$ cat src/hdl/matmul_defines.svh
//////////////////////////////////////////////////////////////////////
// Size parameters of the matrix-vector accelerator
// Included by every RTL file and by the testbench
//////////////////////////////////////////////////////////////////////

`ifndef MATMUL_DEFINES_SVH
`define MATMUL_DEFINES_SVH

// Lanes per word, also the number of accumulate steps per job
`define MM_LANES 4

// Width of one element
`define MM_ELEM_W 16

// Stream word holds one element per lane
`define MM_WORD_W (`MM_LANES * `MM_ELEM_W)

// FIFO depths in words, W holds the rows of two jobs
`define MM_XY_DEPTH 2
`define MM_W_DEPTH 8

`define MM_STEP_W 2

`endif

$ cat src/hdl/matmul_pkg.sv
//////////////////////////////////////////////////////////////////////
// Shared types of the matrix-vector accelerator
// Imported by the modules that carry stream words
//////////////////////////////////////////////////////////////////////

`include "matmul_defines.svh"

package matmul_pkg;

  // Stream word, seen either as flat storage or split into elements
  // Element 0 sits in the low bits
  typedef union packed {
    logic [`MM_WORD_W-1:0] raw;
    logic [`MM_LANES-1:0][`MM_ELEM_W-1:0] elem;
  } mm_word_u;

endpackage

$ cat src/hdl/stream_fifo.sv
//////////////////////////////////////////////////////////////////////
// Word FIFO for the X, W and Y input streams
// Filled by a one-cycle push strobe, drained by the job scheduler
//////////////////////////////////////////////////////////////////////

`timescale 1ns/10ps

`include "matmul_defines.svh"

module stream_fifo
  import matmul_pkg::*;
#(
  parameter int unsigned DEPTH = 2
) (
  input  logic     clk_i,
  input  logic     rst_n_i,
  input  logic     push_i,
  input  mm_word_u data_i,
  input  logic     pop_i,
  output mm_word_u data_o,
  output logic     empty_o
);

  localparam int unsigned PTR_W = $clog2(DEPTH);
  localparam int unsigned CNT_W = $clog2(DEPTH + 1);

  mm_word_u mem [DEPTH];
  logic [PTR_W-1:0] wr_ptr_q;
  logic [PTR_W-1:0] rd_ptr_q;
  logic [CNT_W-1:0] count_q;
  logic do_pop;

  // A pop on an empty FIFO is ignored
  assign do_pop  = pop_i & ~empty_o;
  assign empty_o = (count_q == '0);
  assign data_o  = mem[rd_ptr_q];

  always_ff @(posedge clk_i) begin
    if (push_i) begin
      mem[wr_ptr_q] <= data_i;
    end
  end

  // Pointers wrap on their own since DEPTH is a power of two
  always_ff @(posedge clk_i or negedge rst_n_i) begin
    if (!rst_n_i) begin
      wr_ptr_q <= '0;
      rd_ptr_q <= '0;
      count_q  <= '0;
    end else begin
      if (push_i) begin
        wr_ptr_q <= wr_ptr_q + PTR_W'(1);
      end
      if (do_pop) begin
        rd_ptr_q <= rd_ptr_q + PTR_W'(1);
      end
      if (push_i && !do_pop) begin
        count_q <= count_q + CNT_W'(1);
      end else if (!push_i && do_pop) begin
        count_q <= count_q - CNT_W'(1);
      end
    end
  end

endmodule

$ cat src/hdl/x_buffer.sv
//////////////////////////////////////////////////////////////////////
// X word holding register for the accumulate steps
// Loaded at job start, shifted once per accumulated W row
//////////////////////////////////////////////////////////////////////

`timescale 1ns/10ps

`include "matmul_defines.svh"

module x_buffer
  import matmul_pkg::*;
(
  input  logic                  clk_i,
  input  logic                  rst_n_i,
  input  logic                  load_i,
  input  logic                  shift_i,
  input  mm_word_u              data_i,
  output logic [`MM_ELEM_W-1:0] x_elem_o
);

  mm_word_u buf_q;

  // Lowest element is the scalar of the current step
  assign x_elem_o = buf_q.elem[0];

  always_ff @(posedge clk_i or negedge rst_n_i) begin
    if (!rst_n_i) begin
      buf_q <= '0;
    end else if (load_i) begin
      buf_q <= data_i;
    end else if (shift_i) begin
      // Next element drops into lane 0
      buf_q.raw <= buf_q.raw >> `MM_ELEM_W;
    end
  end

endmodule

$ cat src/hdl/mac_lanes.sv
//////////////////////////////////////////////////////////////////////
// Integer MAC lanes of the accelerator
// Start from the Y bias and add X scalar times W row on each step
//////////////////////////////////////////////////////////////////////

`timescale 1ns/10ps

`include "matmul_defines.svh"

module mac_lanes
  import matmul_pkg::*;
(
  input  logic                  clk_i,
  input  logic                  rst_n_i,
  input  logic                  load_i,
  input  logic                  acc_en_i,
  input  mm_word_u              bias_i,
  input  logic [`MM_ELEM_W-1:0] x_elem_i,
  input  mm_word_u              w_row_i,
  output mm_word_u              z_o
);

  mm_word_u acc_q;
  mm_word_u acc_sum;
  logic [`MM_LANES-1:0][`MM_ELEM_W-1:0] prod;

  // One multiplier per lane with the scalar shared by all lanes
  always_comb begin
    for (int j = 0; j < `MM_LANES; j++) begin
      // Product and sum both wrap modulo the element width
      prod[j] = x_elem_i * w_row_i.elem[j];
      acc_sum.elem[j] = acc_q.elem[j] + prod[j];
    end
  end

  always_ff @(posedge clk_i or negedge rst_n_i) begin
    if (!rst_n_i) begin
      acc_q <= '0;
    end else if (load_i) begin
      acc_q <= bias_i;
    end else if (acc_en_i) begin
      acc_q <= acc_sum;
    end
  end

  assign z_o = acc_q;

endmodule

$ cat src/hdl/job_scheduler.sv
//////////////////////////////////////////////////////////////////////
// Job sequencing FSM of the accelerator
// Load X and Y, accumulate one W row per step, then strobe Z
// Instantiated twice at the top for lockstep checking
//////////////////////////////////////////////////////////////////////

`timescale 1ns/10ps

`include "matmul_defines.svh"

module job_scheduler (
  input  logic                  clk_i,
  input  logic                  rst_n_i,
  input  logic                  x_empty_i,
  input  logic                  y_empty_i,
  input  logic                  w_empty_i,
  output logic                  load_o,
  output logic                  w_pop_o,
  output logic                  z_valid_o,
  output logic                  busy_o,
  output logic [`MM_STEP_W-1:0] step_o
);

  localparam logic [1:0] ST_IDLE = 2'd0;
  localparam logic [1:0] ST_ACC  = 2'd1;
  localparam logic [1:0] ST_DONE = 2'd2;

  logic [1:0] state_q;
  logic [1:0] state_d;
  logic [`MM_STEP_W-1:0] step_q;
  logic [`MM_STEP_W-1:0] step_d;
  logic last_step;

  assign last_step = (step_q == `MM_STEP_W'(`MM_LANES - 1));

  // Job starts once both X and Y are waiting
  assign load_o    = (state_q == ST_IDLE) & ~x_empty_i & ~y_empty_i;
  // Steps stall while no W row is queued
  assign w_pop_o   = (state_q == ST_ACC) & ~w_empty_i;
  assign z_valid_o = (state_q == ST_DONE);
  assign busy_o    = (state_q != ST_IDLE) | load_o;
  assign step_o    = step_q;

  always_comb begin
    state_d = state_q;
    step_d  = step_q;
    case (state_q)
      ST_IDLE: begin
        if (load_o) begin
          state_d = ST_ACC;
          step_d  = '0;
        end
      end
      ST_ACC: begin
        if (w_pop_o) begin
          step_d = step_q + `MM_STEP_W'(1);
          if (last_step) begin
            state_d = ST_DONE;
          end
        end
      end
      // Accumulators settled, Z shown for this cycle only
      ST_DONE: begin
        state_d = ST_IDLE;
      end
      default: begin
        state_d = ST_IDLE;
      end
    endcase
  end

  always_ff @(posedge clk_i or negedge rst_n_i) begin
    if (!rst_n_i) begin
      state_q <= ST_IDLE;
      step_q  <= '0;
    end else begin
      state_q <= state_d;
      step_q  <= step_d;
    end
  end

endmodule

$ cat src/hdl/lockstep_checker.sv
//////////////////////////////////////////////////////////////////////
// Lockstep comparator for the two scheduler replicas
// Any difference in one cycle sets a fault that holds until reset
//////////////////////////////////////////////////////////////////////

`timescale 1ns/10ps

`include "matmul_defines.svh"

module lockstep_checker (
  input  logic                  clk_i,
  input  logic                  rst_n_i,
  input  logic                  a_load_i,
  input  logic                  a_w_pop_i,
  input  logic                  a_z_valid_i,
  input  logic                  a_busy_i,
  input  logic [`MM_STEP_W-1:0] a_step_i,
  input  logic                  b_load_i,
  input  logic                  b_w_pop_i,
  input  logic                  b_z_valid_i,
  input  logic                  b_busy_i,
  input  logic [`MM_STEP_W-1:0] b_step_i,
  output logic                  fault_o
);

  logic mismatch;
  logic fault_q;

  assign mismatch = (a_load_i != b_load_i) | (a_w_pop_i != b_w_pop_i) |
                    (a_z_valid_i != b_z_valid_i) | (a_busy_i != b_busy_i) |
                    (a_step_i != b_step_i);

  // Sticky until the next reset
  always_ff @(posedge clk_i or negedge rst_n_i) begin
    if (!rst_n_i) begin
      fault_q <= 1'b0;
    end else if (mismatch) begin
      fault_q <= 1'b1;
    end
  end

  assign fault_o = fault_q;

endmodule

$ cat src/hdl/matmul_top.sv
//////////////////////////////////////////////////////////////////////
// Top level of the lockstep matrix-vector accelerator
// Takes Y, X and W words on strobes and returns one Z word per job
// Replica 0 of the scheduler drives the datapath, replica 1 is checked
//////////////////////////////////////////////////////////////////////

`timescale 1ns/10ps

`include "matmul_defines.svh"

module matmul_top
  import matmul_pkg::*;
(
  input  logic     clk_i,
  input  logic     rst_n_i,
  input  logic     x_valid_i,
  input  mm_word_u x_data_i,
  input  logic     w_valid_i,
  input  mm_word_u w_data_i,
  input  logic     y_valid_i,
  input  mm_word_u y_data_i,
  output logic     z_valid_o,
  output mm_word_u z_data_o,
  output logic     busy_o,
  output logic     fault_o
);

  mm_word_u x_head;
  mm_word_u w_head;
  mm_word_u y_head;
  logic x_empty;
  logic w_empty;
  logic y_empty;
  logic [`MM_ELEM_W-1:0] x_elem;

  // Replica 0 outputs
  logic load;
  logic w_pop;
  logic [`MM_STEP_W-1:0] step;

  // Replica 1 outputs, seen only by the checker
  logic b_load;
  logic b_w_pop;
  logic b_z_valid;
  logic b_busy;
  logic [`MM_STEP_W-1:0] b_step;

  stream_fifo #(.DEPTH(`MM_XY_DEPTH)) i_x_fifo (
    .clk_i   (clk_i),
    .rst_n_i (rst_n_i),
    .push_i  (x_valid_i),
    .data_i  (x_data_i),
    .pop_i   (load),
    .data_o  (x_head),
    .empty_o (x_empty)
  );

  stream_fifo #(.DEPTH(`MM_W_DEPTH)) i_w_fifo (
    .clk_i   (clk_i),
    .rst_n_i (rst_n_i),
    .push_i  (w_valid_i),
    .data_i  (w_data_i),
    .pop_i   (w_pop),
    .data_o  (w_head),
    .empty_o (w_empty)
  );

  stream_fifo #(.DEPTH(`MM_XY_DEPTH)) i_y_fifo (
    .clk_i   (clk_i),
    .rst_n_i (rst_n_i),
    .push_i  (y_valid_i),
    .data_i  (y_data_i),
    .pop_i   (load),
    .data_o  (y_head),
    .empty_o (y_empty)
  );

  x_buffer i_x_buffer (
    .clk_i    (clk_i),
    .rst_n_i  (rst_n_i),
    .load_i   (load),
    .shift_i  (w_pop),
    .data_i   (x_head),
    .x_elem_o (x_elem)
  );

  // The W pop strobe doubles as the accumulate enable
  mac_lanes i_mac_lanes (
    .clk_i    (clk_i),
    .rst_n_i  (rst_n_i),
    .load_i   (load),
    .acc_en_i (w_pop),
    .bias_i   (y_head),
    .x_elem_i (x_elem),
    .w_row_i  (w_head),
    .z_o      (z_data_o)
  );

  job_scheduler i_scheduler_0 (
    .clk_i     (clk_i),
    .rst_n_i   (rst_n_i),
    .x_empty_i (x_empty),
    .y_empty_i (y_empty),
    .w_empty_i (w_empty),
    .load_o    (load),
    .w_pop_o   (w_pop),
    .z_valid_o (z_valid_o),
    .busy_o    (busy_o),
    .step_o    (step)
  );

  job_scheduler i_scheduler_1 (
    .clk_i     (clk_i),
    .rst_n_i   (rst_n_i),
    .x_empty_i (x_empty),
    .y_empty_i (y_empty),
    .w_empty_i (w_empty),
    .load_o    (b_load),
    .w_pop_o   (b_w_pop),
    .z_valid_o (b_z_valid),
    .busy_o    (b_busy),
    .step_o    (b_step)
  );

  lockstep_checker i_checker (
    .clk_i       (clk_i),
    .rst_n_i     (rst_n_i),
    .a_load_i    (load),
    .a_w_pop_i   (w_pop),
    .a_z_valid_i (z_valid_o),
    .a_busy_i    (busy_o),
    .a_step_i    (step),
    .b_load_i    (b_load),
    .b_w_pop_i   (b_w_pop),
    .b_z_valid_i (b_z_valid),
    .b_busy_i    (b_busy),
    .b_step_i    (b_step),
    .fault_o     (fault_o)
  );

endmodule

$ cat config.mk
export PLATFORM = sky130hd
export DESIGN_NAME = matmul_top
export DESIGN_NICKNAME = d
export VERILOG_FILES = /design/src/hdl/matmul_pkg.sv /design/src/hdl/stream_fifo.sv /design/src/hdl/x_buffer.sv /design/src/hdl/mac_lanes.sv /design/src/hdl/job_scheduler.sv /design/src/hdl/lockstep_checker.sv /design/src/hdl/matmul_top.sv
export VERILOG_INCLUDE_DIRS = /design/src /design/src/hdl
export SDC_FILE = /design/constraint.sdc
export NUM_CORES = 2
export LEC_CHECK = 0
export BUFFER_PORTS_ARGS = -buffer_cell sky130_fd_sc_hd__clkbuf_2
export CORE_MARGIN = 2
export CORE_UTILIZATION = 30
export CTS_CLUSTER_DIAMETER = 200
export CTS_CLUSTER_SIZE = 30
export DETAILED_ROUTE_END_ITERATION = 8
export GPL_ROUTABILITY_DRIVEN = 0
export MAX_ROUTING_LAYER = met4
export SYNTH_ARGS = -nofsm -noshare
export SYNTH_HDL_FRONTEND = slang
export SYNTH_SLANG_ARGS = --single-unit
$ cat constraint.sdc
create_clock -name clk_i -period 7.05 [get_ports clk_i]
set_input_delay 0.3525 -clock clk_i [delete_from_list [all_inputs] [get_ports clk_i]]
set_output_delay 0.3525 -clock clk_i [all_outputs]
set_load 0.05 [all_outputs]
Word level (Yosys, flattened, before mapping)
Memory sizes are Yosys's and may differ from the RTL's.
Index checks and enable logic that the tools add are counted.
{ "totals": {"input_bits": 197, "out_inout_bits": 67, "mem_bits_rw": 768, "n_memories": 3, "reg_bits": 155} }
{ "mem_list": {"columns": ["memory", "words", "word_bits", "read_ports", "rd_ports_with_merged_regs", "wr", "line_no", "rtl"], "rows": [
  ["i_w_fifo.mem", 8, 64, 1, 0, 1, "stream_fifo.sv:27", "mm_word_u mem [DEPTH];"],
  ["i_x_fifo.mem", 2, 64, 1, 0, 1, "stream_fifo.sv:27", null],
  ["i_y_fifo.mem", 2, 64, 1, 0, 1, "stream_fifo.sv:27", null]
]} }
{ "op_classes": {"multipliers": 4, "bitwise": 18, "n_eq_ne": 17, "add_sub_neg": 18, "n_mux": 30, "reduce_logical": 29} }
{ "op_table": {"columns": ["cell", "n"], "rows": [
  ["two-way mux 64 bit", 4],
  ["adder 16 bit", 4],
  ["multiplier 16 x 16 -> 16 bit", 4],
  ["two-way mux 2 bit", 14],
  ["one-hot mux 2 bit (2 select lines)", 4],
  ["nonzero test 2 bit", 8],
  ["!= test 2 x 1 -> 1 bit (second input constant)", 6],
  ["AND reduction 3 bit", 4],
  ["AND 1 bit", 9],
  ["adder 2 x 1 -> 2 bit (second input constant)", 4],
  ["== test 2 bit (second input constant)", 4],
  ["zero test 2 bit", 4],
  ["two-way mux 4 bit", 2],
  ["adder 3 x 1 -> 3 bit (second input constant)", 2],
  ["logical AND 1 bit", 6],
  ["zero test 1 bit", 6],
  ["two-way mux 1 bit", 6],
  ["bitwise OR 1 bit", 6],
  ["adder 1 bit (second input constant)", 4],
  ["adder 4 x 1 -> 4 bit (second input constant)", 1],
  ["== test 2 x 1 -> 1 bit (second input constant)", 2],
  ["zero test 4 bit", 1],
  ["!= test 1 bit", 4],
  ["subtractor 2 x 1 -> 2 bit (second input constant)", 2],
  ["3 further kinds", 5]
]} }

Logic depth before layout (Yosys ltp)
{ "logic_depth": {"ltp_word": 9, "depth_mapped": 30, "mapped_depth_nobuf": 25} }

Hierarchy
A second synthesis with hierarchy kept.
{ "hier_totals": {"hier_cells": 4043, "hier_area_um2": 54177.0} }
{ "by_module_without_submodules": {"columns": ["module", "instances", "area_each_um2", "cells_per_inst"], "rows": [
  ["mac_lanes", 1, 20764.9, 2480],
  ["stream_fifo at i_w_fifo", 1, 19817.8, 799],
  ["stream_fifo at i_x_fifo ...", 2, 5006.1, 214],
  ["x_buffer", 1, 3054.2, 293],
  ["job_scheduler", 2, 219.0, 17],
  ["lockstep_checker", 1, 90.1, 9]
]} }

Worst setup path after synthesis
No wires, ideal clock.
{ "synth_path": {"path_type": "register to register", "startpoint": "reg i_w_fifo.rd_ptr_q[0]", "endpoint": "reg i_mac_lanes.acc_q, in the netlist i_mac_lanes.z_o[63]", "synth_period_minus_slack_ns": 7.076, "path_stages_with_launch": 27, "setup_slack_ns": -0.026, "path_buffers": 6, "arrival_ns": 6.940, "path_cell_list": "dfrtp_1 -> buf_6 -> buf_6 -> buf_4 -> buf_4 -> buf_4 -> mux4_2 -> mux2_2 -> clkbuf_1 -> and2_1 -> fa_1 -> inv_1 -> fa_1 -> fa_1 -> fa_1 -> inv_1 -> fa_1 -> inv_1 -> fa_1 -> inv_1 -> ha_1 -> and3_1 -> a211o_1 -> a21o_1 -> a21oi_1 -> xnor2_1 -> a21oi_1"} }
{ "synth_between": {"elab_chain_len": 5} }
{ "synth_rtl": {"columns": ["element", "line_no", "rtl"], "rows": [
  ["from (decl)", "stream_fifo.sv:29", "logic [PTR_W-1:0] rd_ptr_q;"],
  ["from (signal assigned)", "stream_fifo.sv:55", "rd_ptr_q <= rd_ptr_q + PTR_W'(1);"],
  ["memory (8 x 64 bit)", null, null],
  ["multiplier 16 x 16 -> 16 bit", "mac_lanes.sv:31", "prod[j] = x_elem_i * w_row_i.elem[j];"],
  ["adder 16 bit", "mac_lanes.sv:32", "acc_sum.elem[j] = acc_q.elem[j] + prod[j];"],
  ["two-way mux 64 bit", "mac_lanes.sv:41", "end else if (acc_en_i) begin"],
  ["two-way mux 64 bit", "mac_lanes.sv:39", "end else if (load_i) begin"],
  ["to (signal assigned)", "mac_lanes.sv:40", "acc_q <= bias_i;"],
  ["to (signal assigned)", "mac_lanes.sv:42", "acc_q <= acc_sum;"],
  ["to (decl)", "mac_lanes.sv:23", "mm_word_u acc_q;"]
]} }
No other way between the ends. The select of a mux whose other input is x is not followed.
A chain may end at the register's enable or synchronous reset.

Worst setup path in the final report
Same ends and word-level chain as after synthesis.

==> results.md <==
* Status: complete, no violations
* TritonCTS clock tree: done
* Count of yosys warnings during synthesis at 0
* Hold Fails Final Rpt at 0
* Largest net degree at the start of global routing at 100
* Remaining Overflow, GRT at 0
* Total negative slack for setup checks at 0 ps
* Crit path required time at 7560 ps
* Unique cell type count in the Yosys netlist at 60
* Initial standard-cell utilization of the core at 30.2%
* Post-DRT Antenna Nets at 0
* Cell chosen for the clock root: sky130_fd_sc_hd__clkbuf_16
* Most frequent cells in the layout: sky130_fd_sc_hd__edfxtp_1, sky130_fd_sc_hd__inv_1, sky130_fd_sc_hd__nand2_1, sky130_fd_sc_hd__fa_1, sky130_fd_sc_hd__clkbuf_2
* Sequential cell area fraction in the yosys report at 51.2%
* Post-synth net total at roughly 4700
* Number of DRC violations after detailed-routing iteration 0 at 1680
* Number of synthesized flops with an enable pin at 768
* Antenna violations before repair at 33
* Die boundary width at 423 um
* Gate count after technology mapping at between 3000 and 4000
* Post-synth ARST share at 16.8%
* Port buffer count at 263
* CP dominant cell by count: sky130_fd_sc_hd__fa_1
* Worst setup path class: flip-flop to flip-flop
* DRC violations left at 0
* Clk pin slew, worst setup/hold paths at 130 ps
* Worst path buffer plus inverter count at 7
* Overall die height at approximately 420 um
* Primary FF master, synth: sky130_fd_sc_hd__edfxtp_1
* Highest net fanout along the worst path at 28
* Most common cell after layout, fill and taps aside: sky130_fd_sc_hd__edfxtp_1
* Mean post-synth cell area at 13.4 sq um
* Delay contributed by the slowest stage of the critical path at 550 ps
* Wire length of the first global-routing pass at roughly 210000 um
* DRT Pass-1 Iters at 5
* Largest area contributor in the synthesized netlist: sky130_fd_sc_hd__edfxtp_1
* Detailed Route WL at 135000 um
* Cell at the slowest stage of the critical path: sky130_fd_sc_hd__fa_1
* Synthesized cell area at 52700 sq um
* WL per Instance at 20.0 um
* DP HPWL at 95700 um
* CP cell instances: buf_12 -> buf_12 -> mux4_2 -> mux2i_1 -> buf_4 -> nor2b_1 -> fa_1 -> inv_1 -> fa_1 -> fa_1 -> fa_1 -> inv_1 -> fa_1 -> inv_1 -> fa_1 -> inv_1 -> ha_1 -> and3_1 -> a211o_1 -> a21o_1 -> a21oi_1 -> xnor2_1 -> a21oi_1
* Least setup slack across all paths after layout at about 380 ps
* Final Cycle Share at a little over nine tenths
* Boundary pin count at 264
* Startpoint Class: flip-flop
* Arrival time at the worst endpoint at about 7200 ps
* Final Slew Violations at 0
* Worst skew pair latency at 650 ps
* Number of sinks handled by clock tree synthesis at around 900
* Die ar. at 179000 sq um
* Number of levels the H-tree was split into at 2
* Buffers from clock root to sink, at most at 3
* FP Rows at around 150
* Worst slew margin relative to its limit at between 15 and 20%
* Register bit total from synthesis at between 900 and 1000
* Area contributors post-synth: sky130_fd_sc_hd__edfxtp_1, sky130_fd_sc_hd__fa_1, sky130_fd_sc_hd__dfrtp_1, sky130_fd_sc_hd__ha_1, sky130_fd_sc_hd__inv_1
* Type of element capturing the critical path: flip-flop
* Tmin final at 6670 ps
* Overall via count from detail_route at between 30000 and 40000
* Fraction of final layout cells sized beyond drive strength 1 at roughly 14%
* Area of the placeable core at 174000 sq um
* Number of max-capacitance violations reported at 0
* Fmax at 150 MHz
* Global router's overall resource usage at 15.5%
* Slew of the pin with the lowest slew margin at between 1000 and 1500 ps
* Vias per Instance at about 4.6
* Critical path's top delay family: adder cells
* Worst slack, placed at 223 ps
* Number of global-route vias before repair at between 30000 and 40000
* Setup Skew at ~42 ps
* Worst hold path class: input pin to flip-flop
* Area share of the largest cell type after synthesis at 43.8%
* Synthesis-to-layout area growth at 15.0%
* CTS buffer count at 36
* Unrepaired setup endpoints after global routing: no
* Number of nets in the layout at 5182
* Count of final setup violators at 0
worst paths after layout:
kind	startpoint	endpoint	slack [ps]	cells after the start
worst max-delay path	i_w_fifo.rd_ptr_q[0]	i_mac_lanes.z_o[63]	380	23
worst max register to register	i_w_fifo.rd_ptr_q[0]	i_mac_lanes.z_o[63]	380	23
worst min register to register	i_x_buffer.buf_q[52]	i_x_buffer.buf_q[52]	490	2
worst min-delay path	w_data_i[53]	i_w_fifo.mem[4][53]	30	1
max in group asynchronous	rst_n_i	i_y_fifo.rd_ptr_q	5210	3
min in group asynchronous	rst_n_i	i_x_buffer.buf_q[28]	410	2
per-stage QoR:
stage / instances / util (%) / hold slack [ps] / area, sq um
CTS: 6737 / 34.7 / 0.725 / 60400
global placement: 6481 / 33.0 / 458 / 57500
floorplan: 3920 / - / 56.9 / 52700
global route: 6751 / 34.8 / 26.0 / 60600
finish: 6752 / 34.8 / 33.9 / 60600
detailed placement: 6481 / 33.0 / 461 / 57500
cells by family (layout without fill, tap and decap cells):
group | count (synthesis) | in the layout | share of synthesized area, %
DFF | 923 | 923 | 51.2
and+or+nand+nor | 833 | 833 | 7.55
buffers and inverters | 825 | 1323 | 6.17
adders and majority gates | 594 | 594 | 19.5
muxes | 307 | 307 | 9.12
AOI/OAI and AO/OA | 258 | 258 | 3.47
xor gates and xnor gates | 180 | 180 | 3.06
other | 0 | 9 | 0
cell usage after synthesis (all sizes together), types with 2 or more instances:
cell	instances
a211o	2
a211oi	27
a21boi	4
a21o	8
a21oi	44
a221o	45
a221oi	2
a22o	5
a31oi	19
and2	109
and3	5
buf	40
clkbuf	139
dfrtp	155
edfxtp	768
fa	377
ha	217
inv	645
mux2	46
mux2i	138
mux4	123
nand2	401
nand2b	36
nand3	7
nor2	87
nor2b	163
nor3	15
o211ai	3
o21ai	55
o21bai	4
o221ai	23
o22ai	4
o31ai	3
o41ai	3
or2	2
or4	3
xnor2	143
xnor3	2
xor2	35
worst register-to-register path, stage by stage (launching register included):
cell and delay (ps):
sky130_fd_sc_hd__dfrtp_4 530, sky130_fd_sc_hd__buf_12 160, sky130_fd_sc_hd__buf_12 250, sky130_fd_sc_hd__mux4_2 550
sky130_fd_sc_hd__mux2i_1 200, sky130_fd_sc_hd__buf_4 230, sky130_fd_sc_hd__nor2b_1 90, sky130_fd_sc_hd__fa_1 500
sky130_fd_sc_hd__inv_1 50, sky130_fd_sc_hd__fa_1 460, sky130_fd_sc_hd__fa_1 510, sky130_fd_sc_hd__fa_1 550
sky130_fd_sc_hd__inv_1 50, sky130_fd_sc_hd__fa_1 480, sky130_fd_sc_hd__inv_1 50, sky130_fd_sc_hd__fa_1 470
sky130_fd_sc_hd__inv_1 40, sky130_fd_sc_hd__ha_1 300, sky130_fd_sc_hd__and3_1 190, sky130_fd_sc_hd__a211o_1 320
sky130_fd_sc_hd__a21o_1 180, sky130_fd_sc_hd__a21oi_1 170, sky130_fd_sc_hd__xnor2_1 140, sky130_fd_sc_hd__a21oi_1 80
layout make-up:
class,count,area [sq um]
multi-input combinational,2172,22600
inverter,646,2430
timing repair buffer,612,4610
antenna,9,22.5
clock inverter,3,33.8
clock buffer,62,998
tap,2325,2910
sequential,923,27000
fill,17100,114000
routing by layer:
layer  up-vias  GRT usage, %  routed length, um
li1      14100             -                  -
met2       559          28.4              72300
met4         0          2.53               2340
met5         -             -                  0
met3       148          1.66               4690
met1     16000          18.6              55600
registers in the layout (all words and copies together), names as in the netlist, 3 cells and up:
signal / count
i_w_fifo.mem: 512
i_w_fifo.rd_ptr_q: 3
i_w_fifo.wr_ptr_q: 3
i_y_fifo.mem: 128
i_x_fifo.mem: 128
i_mac_lanes.z_o: 64
i_w_fifo.count_q: 4
i_x_buffer.buf_q: 64
repair_timing:
action | in CTS | in global routing
hold buffers | 191 | 0
setup buffers | 0 | 5
resized for setup | 0 | 4
hold endpoints to repair | 834 | 0
setup endpoints to repair | 0 | 4
Power is left out: the tool's default activity adds up to more than one toggle a clock period on the data nets, which glitch-free logic cannot reach.
